### src/common/lvdc_timing_pkg.sv
package lvdc_timing_pkg;

    // Widest word the section is built for.
    localparam int MAX_WORD_W = 32;

    // Counts one word of bit times plus two drain cycles.
    localparam int BIT_INDEX_W = $clog2(MAX_WORD_W + 2);

    // Position of the current bit time within the word.
    typedef logic [BIT_INDEX_W-1:0] bit_index_t;

    // Bit time markers.
    typedef struct packed {
        logic active;  // A bit time is running.
        logic first;   // Least significant bit time.
        logic last;    // Most significant bit time.
    } bit_slot_t;

endpackage

### src/common/lvdc_arith_pkg.sv
package lvdc_arith_pkg;

    typedef enum logic [2:0] {
        OP_ADD = 3'd0,  // acc + mem
        OP_SUB = 3'd1,  // acc - mem
        OP_RSU = 3'd2,  // mem - acc
        OP_AND = 3'd3,  // acc & mem
        OP_CLA = 3'd4   // Clear and add, loads mem.
    } arith_op_t;

    // Result status flags.
    typedef struct packed {
        logic zero;
        logic negative;
        logic overflow;
    } arith_status_t;

    // One bit of each operand together with its bit time markers.
    typedef struct packed {
        logic                       acc_bit;
        logic                       mem_bit;
        lvdc_timing_pkg::bit_slot_t slot;
    } serial_operand_t;

    // One result bit from the serial unit.
    // The status is meaningful only on the last bit.
    typedef struct packed {
        logic          res_bit;
        logic          valid;
        logic          last;
        arith_status_t status;
    } serial_result_t;

endpackage

### src/logic/bit_timer.sv
`timescale 1ns/1ps
`default_nettype none

module bit_timer #(
    parameter int WORD_W = 26
) (
    input  logic                       sim_clk,
    input  logic                       rst_n,
    input  logic                       start,
    output lvdc_timing_pkg::bit_slot_t slot,
    output logic                       busy
);

    localparam lvdc_timing_pkg::bit_index_t WORD_LEN  = lvdc_timing_pkg::bit_index_t'(WORD_W);
    localparam lvdc_timing_pkg::bit_index_t LAST_BIT  = lvdc_timing_pkg::bit_index_t'(WORD_W - 1);
    localparam lvdc_timing_pkg::bit_index_t DRAIN_END = lvdc_timing_pkg::bit_index_t'(WORD_W + 1);

    lvdc_timing_pkg::bit_index_t bit_cnt;

    // The count keeps running past the word so that busy covers the
    // serializer and unit stages as well.
    always_ff @(posedge sim_clk) begin
        if (!rst_n) begin
            busy    <= 1'b0;
            bit_cnt <= '0;
        end else if (busy) begin
            if (bit_cnt == DRAIN_END)
                busy <= 1'b0;  // Falls together with done.
            bit_cnt <= bit_cnt + 1'b1;
        end else if (start) begin
            busy    <= 1'b1;
            bit_cnt <= '0;
        end
    end

    assign slot.active = busy && (bit_cnt < WORD_LEN);
    assign slot.first  = slot.active && (bit_cnt == '0);
    assign slot.last   = slot.active && (bit_cnt == LAST_BIT);

    // A start during an operation would be dropped here but reload the
    // serializer and the unit's opcode.
    a_no_start_when_busy: assert property (
        @(posedge sim_clk) disable iff (!rst_n) start |-> !busy
    ) else $error("start received while the arithmetic section is busy");

endmodule

`default_nettype wire

### src/logic/operand_serializer.sv
`timescale 1ns/1ps
`default_nettype none

module operand_serializer #(
    parameter int WORD_W = 26
) (
    input  logic                            sim_clk,
    input  logic                            rst_n,
    input  logic                            start,
    input  logic [WORD_W-1:0]               acc_in,
    input  logic [WORD_W-1:0]               mem_in,
    input  lvdc_timing_pkg::bit_slot_t      slot,
    output lvdc_arith_pkg::serial_operand_t bits
);

    logic [WORD_W-1:0] acc_sr;
    logic [WORD_W-1:0] mem_sr;

    // Both operand registers shift toward bit 0, one place per bit time.
    always_ff @(posedge sim_clk) begin
        if (start) begin
            acc_sr <= acc_in;
            mem_sr <= mem_in;
        end else if (slot.active) begin
            acc_sr <= {1'b0, acc_sr[WORD_W-1:1]};
            mem_sr <= {1'b0, mem_sr[WORD_W-1:1]};
        end
    end

    // Output stage, one cycle behind the slot that selected the bit.
    always_ff @(posedge sim_clk) begin
        if (!rst_n) begin
            bits <= '0;
        end else begin
            bits.slot <= slot;
            if (slot.active) begin
                bits.acc_bit <= acc_sr[0];
                bits.mem_bit <= mem_sr[0];
            end else begin
                bits.acc_bit <= 1'b0;  // Quiet between words.
                bits.mem_bit <= 1'b0;
            end
        end
    end

endmodule

`default_nettype wire

### src/arithmetic/serial_arith_unit.sv
`timescale 1ns/1ps
`default_nettype none

module serial_arith_unit (
    input  logic                            sim_clk,
    input  logic                            rst_n,
    input  logic                            start,
    input  lvdc_arith_pkg::arith_op_t       op,
    input  lvdc_arith_pkg::serial_operand_t bits,
    output lvdc_arith_pkg::serial_result_t  rbits
);

    lvdc_arith_pkg::arith_op_t     op_q;
    lvdc_arith_pkg::arith_status_t status_next;

    logic carry_q;  // Carry between bit times.
    logic zero_q;   // Stays set while every result bit so far is 0.
    logic run_q;    // An operation has started and its last bit is not out yet.

    logic x_bit;
    logic y_bit;
    logic sum_bit;
    logic carry_out;
    logic res_bit;
    logic arith_op;

    // Operand steering. Subtraction adds the inverted subtrahend, with
    // the carry preset to 1 for the two's complement.
    always_comb begin
        x_bit = bits.acc_bit;
        y_bit = bits.mem_bit;
        case (op_q)
            lvdc_arith_pkg::OP_SUB: y_bit = ~bits.mem_bit;
            lvdc_arith_pkg::OP_RSU: begin
                x_bit = bits.mem_bit;
                y_bit = ~bits.acc_bit;
            end
            default: ;
        endcase
    end

    assign sum_bit   = x_bit ^ y_bit ^ carry_q;
    assign carry_out = (x_bit & y_bit) | (carry_q & (x_bit ^ y_bit));

    always_comb begin
        case (op_q)
            lvdc_arith_pkg::OP_AND: res_bit = bits.acc_bit & bits.mem_bit;
            lvdc_arith_pkg::OP_CLA: res_bit = bits.mem_bit;
            default:                res_bit = sum_bit;
        endcase
    end

    assign arith_op = (op_q == lvdc_arith_pkg::OP_ADD) ||
                      (op_q == lvdc_arith_pkg::OP_SUB) ||
                      (op_q == lvdc_arith_pkg::OP_RSU);

    // On the sign bit the carry in and carry out disagree on overflow.
    assign status_next.zero     = zero_q & ~res_bit;
    assign status_next.negative = res_bit;
    assign status_next.overflow = arith_op & (carry_q ^ carry_out);

    always_ff @(posedge sim_clk) begin
        if (!rst_n) begin
            op_q    <= lvdc_arith_pkg::OP_ADD;
            carry_q <= 1'b0;
            zero_q  <= 1'b0;
            run_q   <= 1'b0;
        end else if (start) begin
            op_q    <= op;
            carry_q <= (op == lvdc_arith_pkg::OP_SUB) || (op == lvdc_arith_pkg::OP_RSU);
            zero_q  <= 1'b1;
            run_q   <= 1'b1;
        end else begin
            if (bits.slot.active) begin
                carry_q <= carry_out;
                zero_q  <= status_next.zero;
            end
            if (rbits.valid && rbits.last)
                run_q <= 1'b0;  // Last result bit has gone out.
        end
    end

    always_ff @(posedge sim_clk) begin
        if (!rst_n) begin
            rbits <= '0;
        end else begin
            rbits.res_bit <= bits.slot.active & res_bit;
            rbits.valid   <= bits.slot.active;
            rbits.last    <= bits.slot.active & bits.slot.last;
            rbits.status  <= bits.slot.last ? status_next : '0;
        end
    end

    // Result bits only flow between a start and the end of its word.
    a_valid_in_operation: assert property (
        @(posedge sim_clk) disable iff (!rst_n) rbits.valid |-> run_q
    ) else $error("result bit valid outside an operation");

    a_sub_carry_preset: assert property (
        @(posedge sim_clk) disable iff (!rst_n)
            (bits.slot.active && bits.slot.first &&
             (op_q == lvdc_arith_pkg::OP_SUB || op_q == lvdc_arith_pkg::OP_RSU))
            |-> carry_q
    ) else $error("carry not preset on the first bit of a subtraction");

endmodule

`default_nettype wire

### src/logic/result_collector.sv
`timescale 1ns/1ps
`default_nettype none

module result_collector #(
    parameter int WORD_W = 26
) (
    input  logic                           sim_clk,
    input  logic                           rst_n,
    input  lvdc_arith_pkg::serial_result_t rbits,
    output logic [WORD_W-1:0]              result,
    output lvdc_arith_pkg::arith_status_t  status,
    output logic                           done
);

    logic [WORD_W-1:0] gather_sr;
    logic [WORD_W-1:0] gather_next;

    // Bits come in LSB first, so each new bit enters at the top and the
    // word is in place once the last bit has arrived.
    assign gather_next = {rbits.res_bit, gather_sr[WORD_W-1:1]};

    always_ff @(posedge sim_clk) begin
        if (rbits.valid)
            gather_sr <= gather_next;
    end

    // Result and status hold until the next operation completes.
    always_ff @(posedge sim_clk) begin
        if (!rst_n) begin
            result <= '0;
            status <= '0;
            done   <= 1'b0;
        end else begin
            done <= 1'b0;
            if (rbits.valid && rbits.last) begin
                result <= gather_next;
                status <= rbits.status;  // Negative is the sign bit from the unit.
                done   <= 1'b1;
            end
        end
    end

endmodule

`default_nettype wire

### src/logic/arith_section_top.sv
`timescale 1ns/1ps
`default_nettype none

module arith_section_top #(
    parameter int WORD_W = 26
) (
    input  logic                          sim_clk,
    input  logic                          rst_n,
    input  logic                          start,
    input  lvdc_arith_pkg::arith_op_t     op,
    input  logic [WORD_W-1:0]             acc_in,
    input  logic [WORD_W-1:0]             mem_in,
    output logic                          busy,
    output logic                          done,
    output logic [WORD_W-1:0]             result,
    output lvdc_arith_pkg::arith_status_t status
);

    lvdc_timing_pkg::bit_slot_t      slot;
    lvdc_arith_pkg::serial_operand_t bits;
    lvdc_arith_pkg::serial_result_t  rbits;

    bit_timer #(.WORD_W(WORD_W)) u_bit_timer (
        .sim_clk (sim_clk),
        .rst_n   (rst_n),
        .start   (start),
        .slot    (slot),
        .busy    (busy)
    );

    operand_serializer #(.WORD_W(WORD_W)) u_operand_serializer (
        .sim_clk (sim_clk),
        .rst_n   (rst_n),
        .start   (start),
        .acc_in  (acc_in),
        .mem_in  (mem_in),
        .slot    (slot),
        .bits    (bits)
    );

    serial_arith_unit u_serial_arith_unit (
        .sim_clk (sim_clk),
        .rst_n   (rst_n),
        .start   (start),
        .op      (op),
        .bits    (bits),
        .rbits   (rbits)
    );

    result_collector #(.WORD_W(WORD_W)) u_result_collector (
        .sim_clk (sim_clk),
        .rst_n   (rst_n),
        .rbits   (rbits),
        .result  (result),
        .status  (status),
        .done    (done)
    );

endmodule

`default_nettype wire

### config.mk
export PLATFORM = sky130hd
export DESIGN_NAME = arith_section_top
export DESIGN_NICKNAME = d
export VERILOG_FILES = /design/src/common/lvdc_timing_pkg.sv /design/src/common/lvdc_arith_pkg.sv /design/src/logic/bit_timer.sv /design/src/logic/operand_serializer.sv /design/src/arithmetic/serial_arith_unit.sv /design/src/logic/result_collector.sv /design/src/logic/arith_section_top.sv
export SDC_FILE = /design/constraint.sdc
export NUM_CORES = 1
export LEC_CHECK = 0
export BUFFER_PORTS_ARGS = -buffer_cell sky130_fd_sc_hd__buf_4
export CELL_PAD_IN_SITES_DETAIL_PLACEMENT = 2
export CELL_PAD_IN_SITES_GLOBAL_PLACEMENT = 2
export CORE_AREA = 4 4 123 125
export DETAILED_ROUTE_END_ITERATION = 10
export DIE_AREA = 0 0 127 129
export PLACE_DENSITY_LB_ADDON = 0.1
export SLEW_MARGIN = 20
export SYNTH_ARGS = -nofsm -noshare
export SYNTH_HDL_FRONTEND = slang
export SYNTH_HIERARCHICAL = 1
export SYNTH_SLANG_ARGS = --single-unit
### constraint.sdc
create_clock -name sim_clk -period 2.9 [get_ports sim_clk]
set_clock_uncertainty 0.15 [all_clocks]
set_input_delay 0.145 -clock sim_clk [delete_from_list [all_inputs] [get_ports sim_clk]]
set_output_delay 0.145 -clock sim_clk [all_outputs]
set_load 0.05 [all_outputs]
==> results.json, run 1 <==
{
  "first_global_vias": 4074,
  "fraction_of_layout_instances_using_a_drive_strength_above_1": 0.3327,
  "rows": 43,
  "gp_routability_congestion": 0.6968,
  "cellPowerDensity_mw_per_mm2": 647.5,
  "fmaxAchievable_mhz": 379.5,
  "dpl.hpwl_um": 7559,
  "design.final.nets": 584,
  "rr_endpoint": "u_serial_arith_unit/zero_q",
  "synth_fp_nets": 442,
  "finalSetupTns_ps": 0,
  "clock_tree_from_tritoncts": "yes",
  "post_synth.cell_area_avg_um2": 14.04,
  "endpoint_kind": "register",
  "area.growth.synth_to_final_pct": 35.30,
  "pin_count_of_the_biggest_net_entering_global_routing": 56,
  "final-hold-violation-count": 0,
  "post_drt_via_cell_ratio": 4.992,
  "cts_htree_levels": 4,
  "max_cap_violations": 0,
  "whs_endpoint": "u_operand_serializer/mem_sr[11]",
  "worstSetupPathType": "reg -> reg",
  "die_area_mm2": 0.01638,
  "io_buffer_count": 88,
  "pin_count": 89,
  "drcViolationCount": 0,
  "routed-via-count": 3569,
  "status": "complete, no violations",
  "rr_worst_depth": 8,
  "setup_viol_count_final": 0,
  "die_h_um": 129,
  "critPathArrivalTime_ps": 2770,
  "path_clk_slew_ps": 60,
  "dr.pass1.iters": 4,
  "coreArea_mm2": 0.01388,
  "cts.repair.resized": 0,
  "max-vdd-ir-drop_mv": 0.4301,
  "postLayoutSetupSlackWorst_ps": 265.2,
  "antenna_cells_inserted": 0,
  "reg2reg_from": "u_serial_arith_unit/op_q[1]",
  "final_wirelength_um": 14580,
  "slew_viol_final": 0,
  "power.total_mw": 4.674,
  "grt_ovf": 0,
  "postRouteAntennaNets": 0,
  "setup.reg_to_reg.worst_slack_ps": 270,
  "worst_slew_pin_slew_ps": 663.2,
  "initial_cell_density_of_the_core": 0.3844,
  "leakagePower_nw": 2.876,
  "die-width_um": 127,
  "yosys_warnings": 6,
  "netlist_instances": 380,
  "antenna_found_initial": 0,
  "netlist_area_mm2": 0.005335,
  "clock_insertion_delay_at_the_later_pin_of_the_skew_report_ps": 420,
  "clk_root_buffer_cell": "clkbuf_16",
  "kind_of_start_point_of_the_critical_path": "register",
  "wire_per_inst_um": 20.38,
  "most_common_cell_on_crit_path": "a21oi_1",
  "place_worst_setup_slack_ps": 471.0,
  "timing.critical_path.cells": "nor3b_1, a21oi_1, o21ai_0, a21oi_1, fa_1, a211o_1, o311ai_1, a31oi_1",
  "worst-endpoint-required_ps": 3030,
  "grtUsageTotal": 0.1871,
  "fillers": 1313,
  "final_period_minus_worst_setup_slack_ps": 2635,
  "cpMaxStageDelayCell": "fa_1",
  "cts_made_buffers": 17,
  "min_from": "start",
  "fin_crit_sh": 0.9086,
  "min_path_cells": 2,
  "grt_first_pass_wirelength_um": 22840,
  "slew_limit_headroom": 0.5579,
  "clk_path_buf_depth": 2,
  "max_stage_delay_ps": 490,
  "worst_hold_path_type": "in -> reg",
  "cts_num_sinks": 129,
  "unrepaired_setup_endpoints_after_global_routing": "false",
  "drt_first_iter_violations": 155,
  "maximum_net_fanout_on_the_critical_path": 9
}
==> worst max-delay path by stage <==
stage	from	end	slack (ps)	cells after the start
4_1_cts	u_serial_arith_unit/op_q[1]	u_serial_arith_unit/zero_q	300	8
5_1_grt	u_serial_arith_unit/op_q[1]	u_serial_arith_unit/zero_q	90	8
3_3_place_gp	u_serial_arith_unit/op_q[1]	u_serial_arith_unit/zero_q	620	7
6_report	u_serial_arith_unit/op_q[1]	u_serial_arith_unit/zero_q	270	8
2_1_floorplan	u_bit_timer/busy	u_operand_serializer/acc_sr[0]	450	3
3_5_place_dp	u_serial_arith_unit/op_q[1]	u_serial_arith_unit/zero_q	470	8
==> power breakdown <==
group          switching [mW]  leakage, nW  internal, mW
Clock                   0.802        0.294          1.37
Combinational           0.159         1.41         0.236
Sequential             0.0538         1.18          2.06
Total                    1.01         2.88          3.66
==> cell type report <==
| cell class | count | area, um^2 | share of cell area |
|---|---|---|---|
| inverter | 7 | 26.28 | 0.003640 |
| clock buffer | 24 | 534.3 | 0.07402 |
| clock inverter | 8 | 71.32 | 0.009880 |
| multi-input combinational | 218 | 1723 | 0.2387 |
| tap | 180 | 225.2 | 0.03120 |
| sequential | 129 | 3354 | 0.4647 |
| timing repair buffer | 149 | 1284 | 0.1778 |
==> layout by cell type, fill, tap and decap left out, drive strengths merged, types with 10 or more instances in the layout <==
cell type    instances
dlygate4sd3         56
buf                 93
nand2               32
nand4               32
nor2                10
edfxtp              77
dfxtp               52
clkbuf              24
mux2                50
o21ai               33
==> registers in the layout, indices dropped and copies added (netlist names) <==
| register | cells |
|---|---|
| u_bit_timer/bit_cnt | 6 |
| u_result_collector/gather_sr | 25 |
| u_operand_serializer/mem_sr | 26 |
| u_result_collector/result | 26 |
| u_result_collector/done | 1 |
| u_serial_arith_unit/zero_q | 1 |
| u_bit_timer/busy | 1 |
| u_serial_arith_unit/rbits | 6 |
| u_serial_arith_unit/op_q | 3 |
| u_result_collector/status | 3 |
| u_serial_arith_unit/carry_q | 1 |
| u_operand_serializer/acc_sr | 26 |
| u_operand_serializer/bits | 4 |
==> routing by layer <==
layer / global-route usage / wire length [um]
met5: 0 / 0
met4: 0.07886 / 330
met3: 0.04525 / 529
met2: 0.3499 / 7928
met1: 0.2013 / 5787
==> repair_timing <==
| action | 4_1_cts | 5_1_grt |
|---|---|---|
| buffers inserted | 0 | 0 |
| hold endpoints to repair | 61 | 0 |
| hold buffers | 56 | 0 |
==> through the flow <==
stage | utilization | hold slack (ps) | area [um^2] | cells
after floorplan | - | 116.7 | 5335 | 380
after global placement | 0.4359 | 269.3 | 6051 | 627
after detailed placement | 0.4359 | 267.6 | 6051 | 627
after CTS | 0.5199 | 238.9 | 7217 | 715
after global routing | 0.5200 | 263.7 | 7218 | 715
final | 0.5200 | 264.0 | 7218 | 715
==> worst max-delay path, delay by kind of cell (launching register included) <==
kind                     cells  cell delay (ps)
AO/OA/AOI/OAI                6             1120
adder cells (fa/ha/maj)      1              490
flip-flops                   1              470
AND/OR/NAND/NOR              1              270
No activity file was read; power rests on OpenSTA's default activity.
==> run 2, diff against run 1 <==
--- a/config.mk
+++ b/config.mk
@@ -12,6 +12,8 @@
 export DETAILED_ROUTE_END_ITERATION = 10
 export DIE_AREA = 0 0 127 129
 export PLACE_DENSITY_LB_ADDON = 0.1
+export RECOVER_POWER = 50
+export REMOVE_ABC_BUFFERS = 1
 export SLEW_MARGIN = 20
 export SYNTH_ARGS = -nofsm -noshare
 export SYNTH_HDL_FRONTEND = slang
==> results.json, run 2 (synthesis results as in run 1) <==
{
  "final_common_cell": "edfxtp_1",
  "max-vdd-ir-drop_mv": 0.3865,
  "max_cap_violations": 0,
  "fin_crit_sh": 0.8592,
  "slew_limit_headroom": 0.2001,
  "routed-via-count": 3598,
  "worst-endpoint-required_ps": 3030,
  "biggestRegsByFlops": "u_operand_serializer/acc_sr x26, u_operand_serializer/mem_sr x26, u_result_collector/result x26",
  "drcViolationCount": 0,
  "final-hold-violation-count": 0,
  "fraction_of_layout_instances_using_a_drive_strength_above_1": 0.1922,
  "kind_of_start_point_of_the_critical_path": "register",
  "path_clk_slew_ps": 60,
  "max_stage_delay_ps": 480,
  "place_worst_setup_slack_ps": 451.9,
  "drt_first_iter_violations": 221,
  "fin_worst_hold_slack_ps": 178.4,
  "cp_top_family": "compound AO/OA/AOI/OAI gates",
  "grt_first_pass_wirelength_um": 23100,
  "coreArea_mm2": 0.01388,
  "fmaxAchievable_mhz": 401.4,
  "post-cts-setup-buffer-count": 0,
  "gp_routability_congestion": 0.6942,
  "finalSetupTns_ps": 0,
  "cts_num_sinks": 129,
  "setup_viol_count_final": 0,
  "wire_per_inst_um": 20.54,
  "leakagePower_nw": 2.597,
  "worst_slew_pin_slew_ps": 1200,
  "multi_input_area_mm2": 0.001560,
  "die_h_um": 129,
  "status": "complete, no violations",
  "cts_made_buffers": 17,
  "postRouteAntennaNets": 0,
  "instances_no_fill": 721,
  "cts.hold.buffers_added": 59,
  "clk_path_buf_depth": 2,
  "cellPowerDensity_mw_per_mm2": 684.7,
  "endpoint_kind": "register",
  "antenna_found_initial": 0,
  "grt_ovf": 0,
  "worst_hold_path_type": "in -> reg",
  "design.final.nets": 590,
  "maximum_net_fanout_on_the_critical_path": 9,
  "most_common_cell_on_crit_path": "a21oi_1",
  "dpl.hpwl_um": 7470,
  "mostFrequentLayoutCells": "edfxtp_1 (77), dlygate4sd3_1 (59), buf_4 (58)",
  "worst-path-buf-inv": 0,
  "cts_htree_levels": 4,
  "placed_cells_incl_taps": 630,
  "initial_cell_density_of_the_core": 0.3844,
  "cpMaxStageDelayCell": "dfxtp_1",
  "final_period_minus_worst_setup_slack_ps": 2492,
  "die-width_um": 127,
  "clock_insertion_delay_at_the_later_pin_of_the_skew_report_ps": 420,
  "clock_tree_from_tritoncts": "yes",
  "final_wirelength_um": 14810,
  "clk_root_buffer_cell": "clkbuf_16",
  "post_drt_via_cell_ratio": 4.990,
  "slew_viol_final": 0,
  "cts.repair.resized": 0,
  "worstSetupPathType": "reg -> reg",
  "pin_count_of_the_biggest_net_entering_global_routing": 56,
  "unrepaired_setup_endpoints_after_global_routing": "false",
  "antenna_cells_inserted": 0,
  "dr.pass1.iters": 4,
  "io_buffer_count": 88,
  "rows": 43,
  "timing.critical_path.cells": "nor3b_1, a21oi_1, o21ai_0, a21oi_1, fa_1, a211o_1, o311ai_1, a31oi_1",
  "critPathArrivalTime_ps": 2620,
  "die_area_mm2": 0.01638,
  "first_global_vias": 4029,
  "fillers": 1344,
  "area.growth.synth_to_final_pct": 31.29,
  "pin_count": 89,
  "postLayoutSetupSlackWorst_ps": 408.4,
  "ff_latch_area_mm2": 0.003353,
  "grtUsageTotal": 0.1871
}
## run 2: changes by cell type in the layout (fill, tap and decap cells not counted), sizes merged
| cell | previous run | this run |
|---|---|---|
| buf | 93 | 59 |
| clkbuf | 24 | 57 |
| inv | 7 | 12 |
| clkinv | 5 | 2 |
| dlygate4sd3 | 56 | 59 |
| bufinv | 1 | 3 |
## run 2: where the power goes
group | switching, mW | total, mW | internal (mW)
Clock | 0.873 | 2.35 | 1.47
Combinational | 0.156 | 0.341 | 0.185
Sequential | 0.0518 | 2.11 | 2.06
Total | 1.08 | 4.80 | 3.71
## run 2: final timing paths
path                                 start                         endpoint  slack, ps  cells past startpoint
max            u_serial_arith_unit/op_q[1]       u_serial_arith_unit/zero_q        410                      8
max reg2reg    u_serial_arith_unit/op_q[1]       u_serial_arith_unit/zero_q        410                      8
min                                  start  u_operand_serializer/acc_sr[16]        180                      2
min reg2reg  u_result_collector/result[19]    u_result_collector/result[19]        300                      2
## run 2: metal layers
layer / track usage / routed length (um)
met1: 0.2127 / 6030
met4: 0.05741 / 194
met3: 0.05230 / 565
met5: 0 / 0
met2: 0.3418 / 8021
## run 2: worst reg2reg max path: cells and delay by family, from the launching register on
kind | cells | cell delay (ps)
adder cells (fa/ha/maj) | 1 | 480
AND/OR/NAND/NOR | 1 | 260
flip-flops | 1 | 480
AO/OA/AOI/OAI | 6 | 990
## run 2: area by class of cell
| type | instances | area share |
|---|---|---|
| Clock buffer | 20 | 0.06842 |
| Multi-Input combinational cell | 218 | 0.2228 |
| Timing Repair Buffer | 155 | 0.1704 |
| Tap cell | 180 | 0.03215 |
| Sequential cell | 129 | 0.4787 |
| Clock inverter | 12 | 0.02376 |
| Inverter | 7 | 0.003751 |
## run 2: stage by stage
stage                     cell area [um^2]    util  power [mW]
after detailed placement              6061  0.4366       2.455
after global routing                  7004  0.5046       4.983
after floorplan                       5101       -       2.299
after CTS                             7297  0.5257       4.854
after global placement                6061  0.4366       2.440
final                                 7004  0.5046       4.796
